--- src/common/test_mem_defines.svh ---
// Memory geometry and message field widths for the test memory.
// Data width must be a multiple of 8 and memory size a power of two.

`ifndef TEST_MEM_DEFINES_SVH
`define TEST_MEM_DEFINES_SVH

// Physical memory size in bytes, upper address bits are dropped
`define TM_MEM_NBYTES 1024

// Opaque tag, returned unchanged in the response
`define TM_OPAQUE_NBITS 8

// Request byte address
`define TM_ADDR_NBITS 32

// Data word, also the access granule of the array
`define TM_DATA_NBITS 32

`endif

--- src/common/test_mem_pkg.sv ---
// Message field types for the test memory ports.
// Widths come from the defines header, packed widths are derived here.

`include "test_mem_defines.svh"

package test_mem_pkg;

  // Request type, value 2 is reserved and acts as a no-op
  typedef enum logic [2:0] {
    REQ_READ    = 3'd0,
    REQ_WRITE   = 3'd1,
    REQ_AMO_ADD = 3'd3,
    REQ_AMO_AND = 3'd4,
    REQ_AMO_OR  = 3'd5
  } req_type_e;

  // ----------------------------------------------------------------------------
  // Message fields
  // ----------------------------------------------------------------------------

  typedef logic [`TM_OPAQUE_NBITS-1:0]           opaque_t;
  typedef logic [`TM_ADDR_NBITS-1:0]             addr_t;
  // Byte count, 0 stands for a full word
  typedef logic [$clog2(`TM_DATA_NBITS/8)-1:0]   len_t;
  typedef logic [`TM_DATA_NBITS-1:0]             data_t;

  // ----------------------------------------------------------------------------
  // Internal array addressing
  // ----------------------------------------------------------------------------

  typedef logic [$clog2(`TM_MEM_NBYTES/(`TM_DATA_NBITS/8))-1:0] word_addr_t;
  typedef logic [`TM_DATA_NBITS/8-1:0]                          byte_en_t;

  // Packed widths: request is {type, opaque, addr, len, data}
  localparam int REQ_NBITS = $bits(req_type_e) + $bits(opaque_t) + $bits(addr_t)
                           + $bits(len_t) + $bits(data_t);

  // Response is {type, opaque, len, data}
  localparam int RESP_NBITS = $bits(req_type_e) + $bits(opaque_t) + $bits(len_t)
                            + $bits(data_t);

endpackage

--- src/test_mem/mem_port_exec.sv ---
// Execution logic for one memory port, purely combinational.
// Accesses must not cross a word; bytes past the word end are dropped.
// Atomics work on whole aligned words and return the old word.

`timescale 1ns/1ps

`include "test_mem_defines.svh"

module mem_port_exec (
  // Middle-stage request, valid only when it fires this cycle
  input  logic                    req_val_i,
  input  test_mem_pkg::req_type_e req_type_i,
  input  test_mem_pkg::addr_t     req_addr_i,
  input  test_mem_pkg::len_t      req_len_i,
  input  test_mem_pkg::data_t     req_data_i,

  // Word read from the array, before this cycle's writes
  input  test_mem_pkg::data_t     rd_word_i,

  output test_mem_pkg::word_addr_t word_addr_o,
  output logic                     wr_en_o,
  output test_mem_pkg::byte_en_t   wr_be_o,
  output test_mem_pkg::data_t      wr_data_o,
  output test_mem_pkg::data_t      resp_data_o
);

  import test_mem_pkg::*;

  // ----------------------------------------------------------------------------
  // Address split
  // ----------------------------------------------------------------------------

  localparam int NBYTES     = `TM_DATA_NBITS / 8;
  localparam int PHYS_NBITS = $clog2(`TM_MEM_NBYTES);
  localparam int OFF_NBITS  = $clog2(NBYTES);

  logic [PHYS_NBITS-1:0] phys_addr;
  logic [OFF_NBITS-1:0]  byte_off;
  logic [OFF_NBITS+2:0]  bit_off;
  logic [OFF_NBITS:0]    nbytes;
  logic [NBYTES:0]       len_mask;
  byte_en_t              write_be;

  // Upper address bits beyond the physical size are ignored
  assign phys_addr   = req_addr_i[PHYS_NBITS-1:0];
  assign word_addr_o = phys_addr[PHYS_NBITS-1:OFF_NBITS];
  assign byte_off    = phys_addr[OFF_NBITS-1:0];
  assign bit_off     = {byte_off, 3'b000};

  // Length 0 means a full word
  assign nbytes = (req_len_i == '0) ? (OFF_NBITS+1)'(NBYTES) : {1'b0, req_len_i};

  // One bit per byte of the access, then moved to the offset
  assign len_mask = ({{NBYTES{1'b0}}, 1'b1} << nbytes) - 1'b1;
  assign write_be = byte_en_t'(len_mask[NBYTES-1:0] << byte_off);

  // ----------------------------------------------------------------------------
  // Response data and write forming
  // ----------------------------------------------------------------------------

  always_comb begin
    wr_en_o     = 1'b0;
    wr_be_o     = '0;
    wr_data_o   = '0;
    resp_data_o = rd_word_i >> bit_off;

    case (req_type_i)
      REQ_READ: begin
        // Nothing to write
      end
      REQ_WRITE: begin
        wr_en_o   = req_val_i;
        wr_be_o   = write_be;
        wr_data_o = req_data_i << bit_off;
      end
      // Atomics replace the whole word
      REQ_AMO_ADD: begin
        wr_en_o   = req_val_i;
        wr_be_o   = '1;
        wr_data_o = rd_word_i + req_data_i;
      end
      REQ_AMO_AND: begin
        wr_en_o   = req_val_i;
        wr_be_o   = '1;
        wr_data_o = rd_word_i & req_data_i;
      end
      REQ_AMO_OR: begin
        wr_en_o   = req_val_i;
        wr_be_o   = '1;
        wr_data_o = rd_word_i | req_data_i;
      end
      default: begin
        // Reserved type, no access and zero data back
        resp_data_o = '0;
      end
    endcase
  end

endmodule

--- config.mk ---
export PLATFORM = sky130hd
export DESIGN_NAME = mem_port_exec
export DESIGN_NICKNAME = d
export VERILOG_FILES = /design/src/common/test_mem_pkg.sv /design/src/test_mem/mem_port_exec.sv
export VERILOG_INCLUDE_DIRS = /design/src /design/src/common
export SDC_FILE = /design/constraint.sdc
export NUM_CORES = 1
export LEC_CHECK = 0
export ABC_AREA = 0
export BUFFER_PORTS_ARGS = -buffer_cell sky130_fd_sc_hd__buf_2
export CAP_MARGIN = 20
export CORE_ASPECT_RATIO = 1.2
export CORE_MARGIN = 5
export CORE_UTILIZATION = 30
export DETAILED_ROUTE_END_ITERATION = 10
export GPL_ROUTABILITY_DRIVEN = 0
export PLACE_DENSITY = 0.62
export SLEW_MARGIN = 20
export SYNTH_ARGS = -nofsm -noshare
export SYNTH_HDL_FRONTEND = slang
export SYNTH_SLANG_ARGS = --single-unit
--- constraint.sdc ---
create_clock -name vclk -period 5.4
set_clock_uncertainty 0.05 [all_clocks]
set_input_delay 0.27 -clock vclk [all_inputs]
set_output_delay 0.27 -clock vclk [all_outputs]
set_load 0.02 [all_outputs]
# Word level (Yosys, flattened, before mapping)
# Cells that the tools add are included.
[op_classes] n_mul=0 n_addsub=2 n_lt_le_gt_ge=0 n_reduce_logical=5 bitwise_logic=2 n_shift=4 eq_ne=4 div_mod_pow=0 n_mux=5
[op_table] cell="one-hot mux 32 bit (4 select lines)" count=1
[op_table] cell="adder 32 bit" count=1
[op_table] cell="bitwise AND 32 bit" count=1
[op_table] cell="2-to-1 mux 32 bit" count=1
[op_table] cell="bitwise OR 32 bit" count=1
[op_table] cell="left shift 32 x 5 -> 32 bit" count=1
[op_table] cell="right shift 32 x 5 -> 32 bit" count=1
[op_table] cell="one-hot mux 4 bit (2 select lines)" count=1
[op_table] cell="== test 3 bit, second input constant" count=2
[op_table] cell="OR reduction 5 bit" count=1
[op_table] cell="OR reduction 4 bit" count=1
[op_table] cell="left shift 1 x 3 -> 4 bit, first input constant" count=1
[op_table] cell="left shift 4 x 2 -> 4 bit" count=1
[op_table] cell="subtractor 4 x 1 -> 4 bit, second input constant" count=1
[op_table] cell="== test 3 x 1 -> 1 bit, second input constant" count=1
[op_table] cell="== test 3 x 2 -> 1 bit, second input constant" count=1
[op_table] cell="zero test 3 bit" count=1
[op_table] cell="2-to-1 mux 3 bit" count=1
[op_table] cell="OR reduction 3 bit" count=1
[op_table] cell="zero test 2 bit" count=1
[op_table] cell="2-to-1 mux 1 bit" count=1
[totals] memories=0 mem_bits_rw=0 mem_bits_ro=0 in_bits=102 wordCells=22 out_inout_bits=77 ff_bits=0 latch_bits=0

# Depth between registers and ports, before layout
[depth] word_depth=6 mapped_depth=11 depth_no_buf=11

# Least setup slack after synthesis
# No wires, ideal clock.
[synth_path] path_type="input-to-output" from="input port req_data_i[0]" to="output port wr_data_o[30]" path_buffers=0 slack_ps=2645 path_stages=11 t_required_ps=5080 arrival_ps=2435 path_cell_list="ha_1 -> inv_1 -> fa_1 -> nand2b_1 -> a21oi_2 -> o21ai_1 -> a211oi_2 -> o21ba_2 -> o21a_1 -> a21oi_1 -> o221ai_1"
[synth_between] elab_chain_cells=2
[synth_lines] element="start: declaration" line="mem_port_exec.sv:15" rtl="input test_mem_pkg::data_t req_data_i,"
[synth_lines] element="adder 32 bit" line="mem_port_exec.sv:80" rtl="wr_data_o = rd_word_i + req_data_i;"
[synth_lines] element="one-hot mux 32 bit (4 select lines)" line="mem_port_exec.sv:67" rtl="case (req_type_i)"
[synth_lines] element="end: declaration" line="mem_port_exec.sv:23" rtl="output test_mem_pkg::data_t wr_data_o,"
# Every way passes these cells.

# Worst setup path in the final report
# Ends and elaborated chain as after synthesis.

==> flow_metrics.env <==
export IMPL_grt_max_degree=43
export IMPL_antenna_found_initial=1
export IMPL_design_seq_count=0
export IMPL_pwr_share_clk=0
export IMPL_post_cts_buffers=0
export IMPL_num_io_pins=179
export IMPL_drv_cap=0
export IMPL_critPathLaunch="req_data_i[0]"
export IMPL_cellPowerDensity_mw_per_mm2=106
export IMPL_postLayoutCoreUtil=0.357
export IMPL_leakagePower_nw=2.72
export IMPL_drt_iter0_drc=383
export IMPL_die_y_um=140
export IMPL_placedCellCount=889
export IMPL_die_x_um=118
export IMPL_gr_usage_met2=0.330
export IMPL_ff_latch_area_um2=0
export IMPL_finalPower_mw=0.523
export IMPL_worstPathRequired_ns=5.08
export IMPL_yosys_warnings=0
export IMPL_tns_ns=0
export IMPL_final_nets=889
export IMPL_gr_usage_met3=0.0262
export IMPL_cts_hold_buf=0
export IMPL_slew_headroom=0.285
export IMPL_swShare=0.628
export IMPL_slew_viol_final=0
export IMPL_netlist_instances=621
export IMPL_yosysUniqueCellTypes=70
export IMPL_start_kind="primary input"
export IMPL_p_comb_frac=1.000
export IMPL_drcViolationCount=0
export IMPL_via_count=4959
export IMPL_grt_pass1_wl_um=26200
export IMPL_power_frac_seq=0
export IMPL_port_buffers=141
export IMPL_tightestPinTransition_ns=1.07
export IMPL_initial_core_util=0.306
export IMPL_viasPerCell=5.57
export IMPL_busiest_layer="met2"
export IMPL_layout_common_cells="buf_2, inv_1, ha_1"
export IMPL_fin_cells=890
export IMPL_status="complete, no violations"
export IMPL_finalCritPeriodShare=0.618
export IMPL_place_detailed_hpwl_um=13900
export IMPL_drt_total_wl_um=17200
export IMPL_grt_pass1_vias=4678
export IMPL_die_area_mm2=0.0166
export IMPL_crit_fanout=7
export IMPL_ir_worst_vdd_mv=0.0488
export IMPL_fin_crit_ns=3.34
export IMPL_drt_pass1_iter_count=5
export IMPL_hold_violations=0
export IMPL_clock_buffers=0
export IMPL_drive_above_1_share=0.228
export IMPL_cts_resized=0
export IMPL_endpoint="wr_data_o[30]"
export IMPL_critPathArrivalTime_ns=3.02
export IMPL_avgSynthCellArea_um2=6.82
export IMPL_area_growth_pct=16.4
export IMPL_rows=47
export IMPL_mostFrequentLayoutCell="buf_2"
export IMPL_grt_overflow=0
export IMPL_wire_per_inst_um=19.3
export IMPL_synth_area_mm2=0.00424
export IMPL_fmax_mhz=300
export IMPL_cp_end_kind="output pin"
export IMPL_hp_class="primary input to output pin"
export IMPL_rsz0062_at_grt="false"
export IMPL_holdWs_ns=0.490
export IMPL_coreArea_mm2=0.0138
export IMPL_worst_setup_path_type="primary input to output pin"
export IMPL_grt_total_usage=0.191
export IMPL_use_met1=0.260
export IMPL_seq_area_frac_synth=0
export IMPL_final_antenna_net_count=0
export IMPL_syn_nets=790
export IMPL_p_sw_mw=0.328
export IMPL_internal_power_mw=0.194
export IMPL_setup_viol=0
==> worst max-delay path, stage by stage <==
cell and delay, ns:
buf_2 0.13, ha_1 0.20, inv_1 0.06, fa_1 0.40, nand2b_1 0.20, a21oi_2 0.18
o21ai_1 0.13, a211oi_2 0.36, o21ba_2 0.24, o21a_1 0.28, a21oi_1 0.11, o221ai_1 0.23
buf_2 0.22
==> per-stage QoR <==
| step | setup slack [ns] | cell area [um2] |
|---|---|---|
| after CTS | 2.03 | 4930 |
| after floorplan | 2.65 | 4240 |
| after global routing | 1.86 | 4930 |
| after detailed placement | 2.05 | 4930 |
| final | 2.06 | 4930 |
| after global placement | 2.05 | 4930 |
==> power groups by stage <==
stage / combinational (mW) / clock, mW / sequential, mW
final: 0.523 / 0.0000000250 / 0
after global routing: 0.570 / 0.0000000249 / 0
after CTS: 0.521 / 0 / 0
after detailed placement: 0.518 / 0 / 0
after global placement: 0.516 / 0 / 0
after floorplan: 0.363 / 0 / 0
==> synth_stat cells, types with 9 or more instances <==
master	count	area [um2]
inv_1	71	267
o22ai_1	12	75.1
clkbuf_1	18	67.6
mux2i_1	35	350
a21oi_1	52	260
nor2_1	64	240
nor3_1	9	45.0
a21o_1	24	180
a221oi_1	13	114
nand2b_1	11	68.8
o221ai_1	11	96.3
o21ai_0	20	100
a211oi_1	12	90.1
o211ai_1	11	82.6
ha_1	66	826
xor2_1	10	87.6
nand2_1	45	169
xnor2_1	11	96.3
==> worst min path at each step <==
stage / from / cells past startpoint / end
after global placement: req_addr_i[2] / 0 / word_addr_o[0]
final: req_addr_i[5] / 0 / word_addr_o[3]
after floorplan: req_addr_i[2] / 1 / word_addr_o[0]
after detailed placement: req_addr_i[2] / 0 / word_addr_o[0]
after global routing: req_addr_i[4] / 0 / word_addr_o[2]
after CTS: req_addr_i[2] / 0 / word_addr_o[0]
==> cell families after synthesis <==
logic type	Yosys count	synth area share
adder cells (fa/ha/maj)	67	0.200
multiplexers	35	0.0827
AO/OA/AOI/OAI	222	0.378
XOR/XNOR	21	0.0434
buffers and inverters	118	0.124
AND/OR/NAND/NOR	158	0.171
==> cell type report <==
cell class / instances / area [um2]
Inverter: 71 / 267
Multi-Input combinational cell: 503 / 3720
Fill cell: 1537 / 8890
Tap cell: 171 / 214
Antenna cell: 1 / 2.50
Timing Repair Buffer: 144 / 731
==> layer usage <==
metal / vias to the layer above / wire (um)
met1: 2322 / 7580
met3: 12 / 1190
met4: 0 / 178
met2: 192 / 8230
li1: 2433 / -
met5: - / 0
(Power assumes the default switching activity.)
